File: src/dispatch_settings.svh
`ifndef DISPATCH_SETTINGS_SVH
`define DISPATCH_SETTINGS_SVH

// Datapath word
`define DATA_W 32

// Architectural register file
`define REG_ADDR_W 5
`define NUM_REGS 32

`define CSR_ADDR_W 14

// Sub-operation field forwarded untouched to execute
`define ALU_OP_W 8

`endif

File: src/isa_pkg.sv
`include "dispatch_settings.svh"

package isa_pkg;

    // Coarse class of a decoded instruction
    typedef enum logic [2:0] {
        ALU   = 3'd0,
        LOAD  = 3'd1,
        STORE = 3'd2,
        JUMP  = 3'd3,
        CSRRD = 3'd4,
        CSRWR = 3'd5,
        PRIV  = 3'd6
    } op_class_e;

    // Immediate word, or the CSR number held in its low bits
    typedef union packed {
        logic [`DATA_W-1:0] value;
        struct packed {
            logic [`DATA_W-`CSR_ADDR_W-1:0] pad;
            logic [`CSR_ADDR_W-1:0]         addr;
        } csr;
    } imm_word_u;

endpackage

File: src/pipe_pkg.sv
package pipe_pkg;

    // Bit 0 is slot 0, bit 1 is slot 1
    typedef logic [1:0] issue_mask_t;

    // Operand source, listed from highest to lowest priority
    typedef enum logic [2:0] {
        EX1 = 3'd0,
        EX0 = 3'd1,
        WB1 = 3'd2,
        WB0 = 3'd3,
        RF  = 3'd4
    } fwd_src_e;

endpackage

File: src/load_scoreboard.sv
`include "dispatch_settings.svh"

module load_scoreboard (
    input  logic                               clk,
    input  logic                               rst_n,
    input  logic                               stall_i,
    input  logic                               flush_i,
    input  pipe_pkg::issue_mask_t              issue_i,
    input  isa_pkg::op_class_e [1:0]           class_i,
    input  logic [1:0][`REG_ADDR_W-1:0]        rd_i,
    input  logic [1:0]                         wb_we_i,
    input  logic [1:0]                         wb_load_i,
    input  logic [1:0][`REG_ADDR_W-1:0]        wb_addr_i,
    output logic [`NUM_REGS-1:0]               busy_o
);

    logic [`NUM_REGS-1:0] busy_nxt;

    always_comb begin
        busy_nxt = busy_o;
        // Load data returning at writeback
        for (int p = 0; p < 2; p++) begin
            if (wb_we_i[p] && wb_load_i[p]) begin
                busy_nxt[wb_addr_i[p]] = 1'b0;
            end
        end
        // New loads applied last so they win over a same-cycle release
        for (int s = 0; s < 2; s++) begin
            if (issue_i[s] && class_i[s] == isa_pkg::LOAD && rd_i[s] != '0) begin
                busy_nxt[rd_i[s]] = 1'b1;
            end
        end
    end

    always_ff @(posedge clk or negedge rst_n) begin
        if (!rst_n) begin
            busy_o <= '0;
        end else if (flush_i) begin
            busy_o <= '0;
        end else if (!stall_i) begin
            busy_o <= busy_nxt;
        end
    end

    // r0 is hardwired and must never wait on a load
    a_r0_never_busy: assert property (@(posedge clk) disable iff (!rst_n) !busy_o[0])
        else $error("load_scoreboard: register 0 marked busy");

endmodule

File: src/issue_check.sv
`include "dispatch_settings.svh"

module issue_check (
    input  logic [1:0]                         valid_i,
    input  logic                               block_i,
    input  logic [`NUM_REGS-1:0]               busy_i,
    input  isa_pkg::op_class_e [1:0]           class_i,
    input  logic [1:0][1:0]                    rs_valid_i,
    input  logic [1:0][1:0][`REG_ADDR_W-1:0]   rs_addr_i,
    input  logic [1:0][`REG_ADDR_W-1:0]        rd_i,
    input  logic [1:0]                         we_i,
    output pipe_pkg::issue_mask_t              issue_o
);

    logic [1:0]            src_busy;
    logic                  pair_raw;
    logic                  not_alu;
    pipe_pkg::issue_mask_t mask;

    always_comb begin
        for (int s = 0; s < 2; s++) begin
            src_busy[s] = (rs_valid_i[s][0] && busy_i[rs_addr_i[s][0]]) ||
                          (rs_valid_i[s][1] && busy_i[rs_addr_i[s][1]]);
        end
    end

    // Slot 1 consuming the result slot 0 produces in the same pair
    assign pair_raw = we_i[0] && rd_i[0] != '0 &&
                      ((rs_valid_i[1][0] && rs_addr_i[1][0] == rd_i[0]) ||
                       (rs_valid_i[1][1] && rs_addr_i[1][1] == rd_i[0]));

    // Memory, jump, CSR and privileged classes go down alone
    assign not_alu = class_i[0] != isa_pkg::ALU || class_i[1] != isa_pkg::ALU;

    always_comb begin
        if (block_i) begin
            mask = 2'b00;
        end else if (src_busy[0]) begin
            mask = 2'b00;
        end else if (src_busy[1]) begin
            mask = 2'b01;
        end else if (pair_raw) begin
            mask = 2'b01;
        end else if (not_alu) begin
            mask = 2'b01;
        end else begin
            mask = 2'b11;
        end
    end

    // Slot 1 only goes along with a valid slot 0
    assign issue_o = {mask[1] & valid_i[1] & valid_i[0], mask[0] & valid_i[0]};

    always_comb begin
        assert (!(issue_o[1] && !issue_o[0]))
            else $error("issue_check: slot 1 issued without slot 0");
    end

endmodule

File: src/operand_forward.sv
`include "dispatch_settings.svh"

module operand_forward (
    input  logic                               rs_valid_i,
    input  logic [`REG_ADDR_W-1:0]             rs_addr_i,
    input  logic [`DATA_W-1:0]                 rf_data_i,
    input  logic [1:0]                         ex_we_i,
    input  logic [1:0][`REG_ADDR_W-1:0]        ex_addr_i,
    input  logic [1:0][`DATA_W-1:0]            ex_data_i,
    input  logic [1:0]                         wb_we_i,
    input  logic [1:0][`REG_ADDR_W-1:0]        wb_addr_i,
    input  logic [1:0][`DATA_W-1:0]            wb_data_i,
    output logic [`DATA_W-1:0]                 operand_o
);

    logic                 lookup;
    logic [1:0]           ex_hit;
    logic [1:0]           wb_hit;
    pipe_pkg::fwd_src_e   src;

    // r0 always comes from the register file
    assign lookup = rs_valid_i && rs_addr_i != '0;

    always_comb begin
        for (int p = 0; p < 2; p++) begin
            ex_hit[p] = lookup && ex_we_i[p] && ex_addr_i[p] == rs_addr_i;
            wb_hit[p] = lookup && wb_we_i[p] && wb_addr_i[p] == rs_addr_i;
        end
    end

    // Youngest result first
    always_comb begin
        if (ex_hit[1]) begin
            src = pipe_pkg::EX1;
        end else if (ex_hit[0]) begin
            src = pipe_pkg::EX0;
        end else if (wb_hit[1]) begin
            src = pipe_pkg::WB1;
        end else if (wb_hit[0]) begin
            src = pipe_pkg::WB0;
        end else begin
            src = pipe_pkg::RF;
        end
    end

    always_comb begin
        case (src)
            pipe_pkg::EX1: operand_o = ex_data_i[1];
            pipe_pkg::EX0: operand_o = ex_data_i[0];
            pipe_pkg::WB1: operand_o = wb_data_i[1];
            pipe_pkg::WB0: operand_o = wb_data_i[0];
            default:       operand_o = rf_data_i;
        endcase
    end

    always_comb begin
        assert (rs_addr_i != '0 || src == pipe_pkg::RF)
            else $error("operand_forward: r0 taken from a forwarding bus");
    end

endmodule

File: src/dispatch_reg.sv
`include "dispatch_settings.svh"

module dispatch_reg (
    input  logic                               clk,
    input  logic                               rst_n,
    input  logic                               stall_i,
    input  logic                               flush_i,
    input  pipe_pkg::issue_mask_t              issue_i,
    input  isa_pkg::op_class_e [1:0]           class_i,
    input  logic [1:0][`ALU_OP_W-1:0]          aluop_i,
    input  logic [1:0][`REG_ADDR_W-1:0]        rd_i,
    input  logic [1:0]                         we_i,
    input  logic [1:0]                         use_imm_i,
    input  isa_pkg::imm_word_u [1:0]           imm_i,
    input  logic [1:0][`DATA_W-1:0]            op1_i,
    input  logic [1:0][`DATA_W-1:0]            op2_i,
    input  logic [`DATA_W-1:0]                 csr_rdata_i,
    output logic [1:0]                         ex_valid_o,
    output isa_pkg::op_class_e [1:0]           ex_class_o,
    output logic [1:0][`ALU_OP_W-1:0]          ex_aluop_o,
    output logic [1:0][`REG_ADDR_W-1:0]        ex_rd_o,
    output logic [1:0]                         ex_we_o,
    output logic [1:0][`DATA_W-1:0]            ex_op1_o,
    output logic [1:0][`DATA_W-1:0]            ex_op2_o,
    output logic [1:0]                         ex_csr_we_o,
    output logic [1:0][`CSR_ADDR_W-1:0]        ex_csr_addr_o,
    output logic [1:0][`DATA_W-1:0]            ex_csr_data_o
);

    // Control bits
    always_ff @(posedge clk or negedge rst_n) begin
        if (!rst_n) begin
            ex_valid_o  <= '0;
            ex_we_o     <= '0;
            ex_csr_we_o <= '0;
        end else if (flush_i) begin
            ex_valid_o  <= '0;
            ex_we_o     <= '0;
            ex_csr_we_o <= '0;
        end else if (!stall_i) begin
            for (int s = 0; s < 2; s++) begin
                ex_valid_o[s]  <= issue_i[s];
                ex_we_o[s]     <= issue_i[s] && we_i[s];
                ex_csr_we_o[s] <= issue_i[s] && class_i[s] == isa_pkg::CSRWR;
            end
        end
    end

    // Payload is zeroed for slots that do not go down
    always_ff @(posedge clk) begin
        for (int s = 0; s < 2; s++) begin
            if (flush_i || (!stall_i && !issue_i[s])) begin
                ex_class_o[s]    <= isa_pkg::ALU;
                ex_aluop_o[s]    <= '0;
                ex_rd_o[s]       <= '0;
                ex_op1_o[s]      <= '0;
                ex_op2_o[s]      <= '0;
                ex_csr_addr_o[s] <= '0;
                ex_csr_data_o[s] <= '0;
            end else if (!stall_i) begin
                ex_class_o[s]    <= class_i[s];
                ex_aluop_o[s]    <= aluop_i[s];
                ex_rd_o[s]       <= rd_i[s];
                ex_op1_o[s]      <= op1_i[s];
                ex_op2_o[s]      <= use_imm_i[s] ? imm_i[s].value : op2_i[s];
                ex_csr_addr_o[s] <= imm_i[s].csr.addr;
                ex_csr_data_o[s] <= csr_rdata_i;
            end
        end
    end

    // CSR writes are serialized by the issue rule upstream
    a_single_csr_write: assert property (@(posedge clk) disable iff (!rst_n)
        !(ex_csr_we_o[0] && ex_csr_we_o[1]))
        else $error("dispatch_reg: CSR write on both slots");

endmodule

File: src/dispatch_top.sv
`include "dispatch_settings.svh"

module dispatch_top (
    input  logic                               clk,
    input  logic                               rst_n,
    input  logic                               stall_i,
    input  logic                               flush_i,
    input  logic                               block_i,
    input  logic [1:0]                         valid_i,
    input  isa_pkg::op_class_e [1:0]           class_i,
    input  logic [1:0][`ALU_OP_W-1:0]          aluop_i,
    input  logic [1:0][1:0]                    rs_valid_i,
    input  logic [1:0][1:0][`REG_ADDR_W-1:0]   rs_addr_i,
    input  logic [1:0][`REG_ADDR_W-1:0]        rd_i,
    input  logic [1:0]                         we_i,
    input  logic [1:0]                         use_imm_i,
    input  isa_pkg::imm_word_u [1:0]           imm_i,
    output logic [1:0][1:0][`REG_ADDR_W-1:0]   rf_addr_o,
    input  logic [1:0][1:0][`DATA_W-1:0]       rf_data_i,
    input  logic [1:0]                         ex_we_i,
    input  logic [1:0][`REG_ADDR_W-1:0]        ex_addr_i,
    input  logic [1:0][`DATA_W-1:0]            ex_data_i,
    input  logic [1:0]                         wb_we_i,
    input  logic [1:0][`REG_ADDR_W-1:0]        wb_addr_i,
    input  logic [1:0][`DATA_W-1:0]            wb_data_i,
    input  logic [1:0]                         wb_load_i,
    output logic [`CSR_ADDR_W-1:0]             csr_raddr_o,
    input  logic [`DATA_W-1:0]                 csr_rdata_i,
    output logic [1:0]                         accept_o,
    output logic [1:0]                         ex_valid_o,
    output isa_pkg::op_class_e [1:0]           ex_class_o,
    output logic [1:0][`ALU_OP_W-1:0]          ex_aluop_o,
    output logic [1:0][`REG_ADDR_W-1:0]        ex_rd_o,
    output logic [1:0]                         ex_we_o,
    output logic [1:0][`DATA_W-1:0]            ex_op1_o,
    output logic [1:0][`DATA_W-1:0]            ex_op2_o,
    output logic [1:0]                         ex_csr_we_o,
    output logic [1:0][`CSR_ADDR_W-1:0]        ex_csr_addr_o,
    output logic [1:0][`DATA_W-1:0]            ex_csr_data_o
);

    pipe_pkg::issue_mask_t           issue;
    logic [`NUM_REGS-1:0]            busy;
    logic [1:0][1:0][`DATA_W-1:0]    operand;
    logic [1:0]                      is_csr;

    assign accept_o  = stall_i ? 2'b00 : issue;
    assign rf_addr_o = rs_addr_i;

    always_comb begin
        for (int s = 0; s < 2; s++) begin
            is_csr[s] = class_i[s] == isa_pkg::CSRRD || class_i[s] == isa_pkg::CSRWR;
        end
    end

    // First CSR slot owns the read port
    assign csr_raddr_o = is_csr[0] ? imm_i[0].csr.addr :
                         is_csr[1] ? imm_i[1].csr.addr : '0;

    load_scoreboard u_scoreboard (
        .clk       (clk),
        .rst_n     (rst_n),
        .stall_i   (stall_i),
        .flush_i   (flush_i),
        .issue_i   (issue),
        .class_i   (class_i),
        .rd_i      (rd_i),
        .wb_we_i   (wb_we_i),
        .wb_load_i (wb_load_i),
        .wb_addr_i (wb_addr_i),
        .busy_o    (busy)
    );

    issue_check u_issue (
        .valid_i    (valid_i),
        .block_i    (block_i),
        .busy_i     (busy),
        .class_i    (class_i),
        .rs_valid_i (rs_valid_i),
        .rs_addr_i  (rs_addr_i),
        .rd_i       (rd_i),
        .we_i       (we_i),
        .issue_o    (issue)
    );

    // One forwarding mux per slot and source operand
    for (genvar s = 0; s < 2; s++) begin : g_slot
        for (genvar k = 0; k < 2; k++) begin : g_opnd
            operand_forward u_fwd (
                .rs_valid_i (rs_valid_i[s][k]),
                .rs_addr_i  (rs_addr_i[s][k]),
                .rf_data_i  (rf_data_i[s][k]),
                .ex_we_i    (ex_we_i),
                .ex_addr_i  (ex_addr_i),
                .ex_data_i  (ex_data_i),
                .wb_we_i    (wb_we_i),
                .wb_addr_i  (wb_addr_i),
                .wb_data_i  (wb_data_i),
                .operand_o  (operand[s][k])
            );
        end
    end

    dispatch_reg u_dispatch_reg (
        .clk           (clk),
        .rst_n         (rst_n),
        .stall_i       (stall_i),
        .flush_i       (flush_i),
        .issue_i       (issue),
        .class_i       (class_i),
        .aluop_i       (aluop_i),
        .rd_i          (rd_i),
        .we_i          (we_i),
        .use_imm_i     (use_imm_i),
        .imm_i         (imm_i),
        .op1_i         ({operand[1][0], operand[0][0]}),
        .op2_i         ({operand[1][1], operand[0][1]}),
        .csr_rdata_i   (csr_rdata_i),
        .ex_valid_o    (ex_valid_o),
        .ex_class_o    (ex_class_o),
        .ex_aluop_o    (ex_aluop_o),
        .ex_rd_o       (ex_rd_o),
        .ex_we_o       (ex_we_o),
        .ex_op1_o      (ex_op1_o),
        .ex_op2_o      (ex_op2_o),
        .ex_csr_we_o   (ex_csr_we_o),
        .ex_csr_addr_o (ex_csr_addr_o),
        .ex_csr_data_o (ex_csr_data_o)
    );

endmodule

File: config.mk
export PLATFORM = sky130hd
export DESIGN_NAME = dispatch_top
export DESIGN_NICKNAME = d
export VERILOG_FILES = /design/src/isa_pkg.sv /design/src/pipe_pkg.sv /design/src/load_scoreboard.sv /design/src/issue_check.sv /design/src/operand_forward.sv /design/src/dispatch_reg.sv /design/src/dispatch_top.sv
export VERILOG_INCLUDE_DIRS = /design/src
export SDC_FILE = /design/constraint.sdc
export NUM_CORES = 1
export LEC_CHECK = 0
export ABC_AREA = 1
export CAP_MARGIN = 15
export CELL_PAD_IN_SITES_DETAIL_PLACEMENT = 1
export CELL_PAD_IN_SITES_GLOBAL_PLACEMENT = 2
export CORE_AREA = 2 2 285 287
export CTS_CLUSTER_SIZE = 16
export DETAILED_ROUTE_END_ITERATION = 10
export DIE_AREA = 0 0 287 289
export DONT_BUFFER_PORTS = 1
export PLACE_DENSITY_LB_ADDON = 0.1
export SKIP_CTS_REPAIR_TIMING = 1
export SLEW_MARGIN = 30
export SYNTH_ARGS = -nofsm -noshare
export SYNTH_HDL_FRONTEND = slang
export SYNTH_HIERARCHICAL = 1
export SYNTH_SLANG_ARGS = --single-unit
File: constraint.sdc
create_clock -name clk -period 5.2 [get_ports clk]
set_input_delay 0.52 -clock clk [delete_from_list [all_inputs] [get_ports clk]]
set_output_delay 0.52 -clock clk [all_outputs]
set_load 0.005 [all_outputs]
## Yosys cells after proc, flatten, opt, wreduce, memory -nomap -nowiden

Cells that the tools add are included.

- Bits in registers: 290
- Input port bits: 445
- Output and inout port bits: 294
- Logic and storage cells: 217

- $lt $le $gt $ge: 12
- Equality and inequality tests: 37
- Muxes and demuxes: 58
- Bitwise gates (word level): 9
- Reduce and logical (&&, ||, !) cells: 83

Operators by type and width:

| operator | count |
|---|---|
| 32-bit one-hot mux with 4 select lines | 4 |
| 32-bit 2-to-1 mux | 8 |
| 5-bit == test | 18 |
| 32-bit bitwise AND | 2 |
| 32-bit NOT | 2 |
| 32-bit bitwise OR | 2 |
| 1-bit logical AND | 60 |
| 5-bit by 6-bit < comparator with 1-bit output, second input constant | 8 |
| 3-bit 2-to-1 mux | 16 |
| 5-bit nonzero test | 6 |
| 14-bit 2-to-1 mux | 2 |
| 3-bit by 2-bit == test with 1-bit output, second input constant | 8 |
| 2-bit 2-to-1 mux | 12 |
| 1-bit binary-select mux with 5-bit select | 4 |
| 1-bit demux with 5-bit select | 4 |
| 5-bit by 1-bit greater-or-equal comparator with 1-bit output, second input constant | 4 |
| 3-bit by 1-bit == test with 1-bit output, second input constant | 6 |
| 3-bit == test, second input constant | 4 |
| 3-bit zero test | 4 |
| 1-bit logical OR | 8 |
| 1-bit 2-to-1 mux | 8 |
| 3-bit nonzero test | 2 |
| 1-bit bitwise AND | 3 |
| 1-bit zero test | 3 |
| 2-bit by 1-bit inequality test with 1-bit output, second input constant | 1 |

## Longest topological paths before layout

- Word-level depth: 16
- Depth in mapped cells: 21
- Mapped depth without buffers: 18

## Cells and area by module

The synthesis kept the hierarchy.

Modules (own cells, without submodules):

| module | instances | cells each | area an instance (um^2) | seq. area each (um^2) |
|---|---|---|---|---|
| dispatch_reg | 1 | 1878 | 11602.4 | 5195.0 |
| operand_forward | 4 | 394 | 1896.8 | 0.0 |
| load_scoreboard | 1 | 474 | 2792.7 | 800.8 |
| issue_check | 1 | 343 | 1547.7 | 0.0 |
| dispatch_top | 1 | 74 | 427.9 | 0.0 |

## Least setup slack after synthesis

No wires, ideal clock.

- Path kind: in2reg
- Start: input port rs_addr_i[5] (netlist bit)
- End: register u_scoreboard.busy_o[6]
- Library setup time: 0.074 ns
- Data arrival time: 2.267 ns
- Data required time: 5.126 ns
- Slack: 2.859 ns
- Stages on the path: 18
- Buffers on the path: 3
- Cell sequence: buf_6 > buf_2 > nand2_1 > nand3_1 > nand3_1 > nand2_1 > nand2_1 > nand3b_1 > nand3_1 > nand3_2 > nor2_1 > nand2_1 > nor2_2 > buf_2 > nand2_1 > o21ai_1 > nand2_1 > a21oi_2

- Elaborated cells between the ends (all ways): 18
- Those cells by class: mux (8); bitwise (4); reduce/logical (6)

RTL lines:

| item | line | RTL |
|---|---|---|
| start, declared | dispatch_top.sv:13 | `` input logic [1:0][1:0][`REG_ADDR_W-1:0] rs_addr_i, `` |
| 1-bit binary-select mux with 5-bit select | issue_check.sv:23 | `(rs_valid_i[s][1] && busy_i[rs_addr_i[s][1]]);` |
| 1-bit 2-to-1 mux (implied by the code) | issue_check.sv:23 |  |
| 1-bit logical AND | issue_check.sv:23 |  |
| 1-bit logical OR | issue_check.sv:22 | `src_busy[s] = (rs_valid_i[s][0] && busy_i[rs_addr_i[s][0]]) \|\|` |
| 2-bit 2-to-1 mux | issue_check.sv:38 | `end else if (src_busy[0]) begin` |
| 2-bit 2-to-1 mux | issue_check.sv:36 | `if (block_i) begin` |
| 1-bit bitwise AND (2 in series) | issue_check.sv:52 | `assign issue_o = {mask[1] & valid_i[1] & valid_i[0], mask[0] & valid_i[0]};` |
| via issue[1] | dispatch_top.sv:42 | `pipe_pkg::issue_mask_t issue;` |
| 1-bit logical AND (2 in series) | load_scoreboard.sv:29 | `if (issue_i[s] && class_i[s] == isa_pkg::LOAD && rd_i[s] != '0) begin` |
| 32-bit 2-to-1 mux | load_scoreboard.sv:29 |  |
| 32-bit 2-to-1 mux | load_scoreboard.sv:40 | `end else if (!stall_i) begin` |
| 32-bit 2-to-1 mux | load_scoreboard.sv:38 | `end else if (flush_i) begin` |
| end signal, assigned | load_scoreboard.sv:41 | `busy_o <= busy_nxt;` |
| end, declared | load_scoreboard.sv:14 | `` output logic [`NUM_REGS-1:0] busy_o `` |

The timed path passes the listed nets, and every way through them passes these cells. The select of a mux whose other input is x is not followed.
A chain may end at the register's enable or synchronous reset.

## Worst setup path after layout

- Start: register u_scoreboard.busy_o[14]
- End: register u_scoreboard.busy_o[11]

- Elaborated cells between the ends (all ways): 29
- Those cells by class: mux (15); bitwise (4); reduce/logical (10)

RTL lines:

| item | line | RTL |
|---|---|---|
| 1-bit binary-select mux with 5-bit select, on equally long branches | issue_check.sv:22, issue_check.sv:23 |  |
| 1-bit 2-to-1 mux, on equally long branches | issue_check.sv:22, issue_check.sv:23 |  |
| 1-bit logical AND, on equally long branches | issue_check.sv:22, issue_check.sv:23 |  |
| 1-bit logical OR | issue_check.sv:22 |  |
| 2-bit 2-to-1 mux | issue_check.sv:40 | `end else if (src_busy[1]) begin` |
| 2-bit 2-to-1 mux (*) | issue_check.sv:38 |  |
| 2-bit 2-to-1 mux (*) | issue_check.sv:36 |  |
| 1-bit bitwise AND (*) (2 in series) | issue_check.sv:52 |  |
| via issue[1] | dispatch_top.sv:42 |  |
| 1-bit logical AND (*) (2 in series) | load_scoreboard.sv:29 |  |
| 32-bit 2-to-1 mux (*) | load_scoreboard.sv:29 |  |
| 32-bit 2-to-1 mux (*) | load_scoreboard.sv:40 |  |
| 32-bit 2-to-1 mux (*) | load_scoreboard.sv:38 |  |

Mark *: on every way through the listed nets, which the timed path passes. The rest lies on a longest branch. The select of a mux whose other input is x is not followed.

==> flow_summary.toml <==
[critical_path]
crit_path_start_kind = "flop"
path_common_cell = "nand2_1"
path_cells = "nand2_1, nand3_1, nand3_1, nand2_1, nand2_1, nand3b_1, nand3_1, nand3_2, nor2_1, nand2_1, nor2_4, nand2_1, inv_1, nand2_1, nand2_1, nand2_1, a21oi_1"
critPathRequiredTime_ns = 5.70
cp-end-kind = "flop"
max_stage_delay_ns = 0.53
critPathArrivalTime_ns = 3.69
crit_path_top_delay_cell = "dfrtp_1"
cp_max_fo = 23
crit_type = "reg -> reg"

[sta]
clock_skew_ns = 0.0178
max_freq_ghz = 0.314
setup_viol = 0
period_share_pct = 61.3
max_slew.worst_pin.slew_ns = 1.03
timing_hold_violations_final = 0
rsz0062_at_grt = "no"
min_period_ns = 3.19
tns_ns = 0
maxSlewViolCount = 0
slew_headroom_pct = 31.3

[yosys]
synth_most_common_cell = "nand2_1"
postSynthAreaPerCell_sq_um = 5.51
netlist.area_leader.share_pct = 28.1
synth_cells = 4345
synth_area_sq_um = 24000
ys_seq_area_share_pct = 25.0
synth_top_family_by_area = "simple AND/OR/NAND/NOR gates"
synthTopCellsByCount = "nand2_1 (1792), inv_1 (601), nand3_1 (527)"
synth_compound_area_share_pct = 2.97
synthAdderAreaFrac_pct = 0
synth_xor_area_share_pct = 0.0366
ys_seq_elements = 290
synth_area_leaders = "nand2_1 (28%), dfxtp_1 (21%), nand3_1 (11%), inv_1 (9.4%), nand4_1 (7.5%)"
async_flop_share_pct = 13.1
synthSimpleGateAreaFrac_pct = 54.5
ys_warn_count = 6
synth_cell_types = 36
synth_flop_cell = "dfxtp_1"
synthMuxAreaShare_pct = 0
synth_edf_count = 0
synth_largest_area_cell = "nand2_1"
synth_nets = 4790

[routing]
vias_per_cell = 5.27
drtPass1Iterations = 6
drc = 0
postRouteAntennaNets = 0
first_iter_violations = 2057
via_count = 27700
wl_per_cell_microns = 27.3
wl_mm = 143

[global_routing]
grt_antenna_before_repair = 25
overflow = 0
track_usage_pct = 32.9
first_global_vias = 26900
grt_first_pass_wirelength_mm = 201
grt_max_degree = 327

[die]
initial_core_util_pct = 30.0
fp-row-count = 104
ioPinCount = 739
die_area_sq_um = 82900
core_area_sq_um = 79900
die_h_microns = 289
die_x_microns = 287

[clock_tree]
cts_root_buffer = "clkbuf_16"
numCtsBuffers = 40
clk_pin_slew_ns = 0.06
clock-sinks = 290
cts_tree = "done"
clk_path_buf_depth = 3
clk-insertion-delay-late_ns = 0.60
htreeDepth = 2

[power]
leakagePower_nw = 13.5
worst_ir_drop_vdd_mv = 0.214
power_density_nw_per_um2 = 245

[placement]
dp_hpwl_mm = 107
place_inst = 5166
routabilityCongestion = 0.913
place.port_buffers = 0

[finish]
fin_cells = 5254
layout.nets = 4599
drive_above_1_share_pct = 5.24
area_growth_pct = 6.25

[job]
drv_cap = 0

[run_status]
run_status = "completed"

[min_path]
hp-class = "in -> reg"
-- sequential cells by signal (all words and copies together) (netlist names) --
register                      count
u_dispatch_reg/ex_aluop_o        16
u_dispatch_reg/ex_valid_o         2
u_dispatch_reg/ex_csr_data_o     64
u_dispatch_reg/ex_csr_we_o        2
u_scoreboard/busy_o              32
u_dispatch_reg/ex_csr_addr_o     28
u_dispatch_reg/ex_we_o            2
u_dispatch_reg/ex_op2_o          64
u_dispatch_reg/ex_class_o         6
u_dispatch_reg/ex_rd_o           10
u_dispatch_reg/ex_op1_o          64
-- cells by family after synthesis --
group	Yosys count
buffers and inverters	922
AND/OR/NAND/NOR	2993
XOR/XNOR	1
flip-flops	290
AO/OA/AOI/OAI	139
-- placed cells by master (no fill, tap or decap), drive strengths merged --
master and n:
nand2 1808, inv 652, nand3 534, nor2 353
nand4 289, dfxtp 252, o21ai 101, clkbuf 54
dfrtp 38, buf 32, a21oi 30, diode 14
clkinv 13, o22ai 6, nor3 5, bufinv 3
dlygate4sd3 3, nand3b 2, o211ai 2, xor2 1
nor4 1, and2 1
-- layer usage --
layer	up-vias	part of all wire, %	track usage (%)
li1	13100	-	-
met1	13500	40	39.6
met2	852	48	56.6
met3	201	7.4	8.44
met4	28	3.8	12.1
met5	-	0.12	0
-- worst max-delay path, delay by kind of cell (launching register included) --
| family | cells | cell delay, ns |
|---|---|---|
| buffers and inverters | 1 | 0.20 |
| AOI/OAI and AO/OA | 1 | 0.15 |
| and+or+nand+nor | 15 | 2.19 |
| DFF | 1 | 0.53 |
-- metrics by stage --
step	setup slack [ns]	total power [mW]	cell area, sq um	utilization, %	hold WS (ns)
CTS	1.66	6.28	25300	31.7	-0.412
finish	2.01	6.23	25500	31.9	0.0538
floorplan	2.86	3.17	24000	-	0.224
global placement	1.68	3.38	23800	29.8	0.226
detailed placement	1.68	3.39	24000	30.0	0.226
global route	1.70	6.49	25400	31.8	0.0621
-- worst paths after layout --
kind,startpoint,endpoint,slack (ns),cells after the start
worst min-delay path,we_i[0],u_dispatch_reg/ex_we_o[0]$_DFFE_PN0P_,0.05,2
worst max register to register,u_scoreboard/busy_o[14]$_DFFE_PN0P_,u_scoreboard/busy_o[11]$_DFFE_PN0P_,2.01,17
worst min register to register,u_dispatch_reg/ex_rd_o[6]$_SDFFE_PP0N_,u_dispatch_reg/ex_rd_o[6]$_SDFFE_PP0N_,0.56,4
min in group asynchronous,rst_n,u_dispatch_reg/ex_we_o[1]$_DFFE_PN0P_,0.50,2
max in group asynchronous,rst_n,u_scoreboard/busy_o[19]$_DFFE_PN0P_,4.48,2
worst max-delay path,u_scoreboard/busy_o[14]$_DFFE_PN0P_,u_scoreboard/busy_o[11]$_DFFE_PN0P_,2.01,17
-- cell type report --
type,instances,area [sq um]
well taps,1060,1330
fillers,10800,54400
multi-input cells,3133,13900
clock buffers,54,1120
diodes,14,35.0
repair buffers,35,438
inverters,654,2470
flip-flops and latches,290,6000
clock inverters,14,204
-- where the power goes --
part | switching, mW | total, mW | internal, mW
Clock | 1.20 | 2.87 | 1.67
Combinational | 0.661 | 0.945 | 0.284
Sequential | 0.100 | 2.41 | 2.31
Total | 1.96 | 6.23 | 4.26
Power figures use the tool's default switching activity.
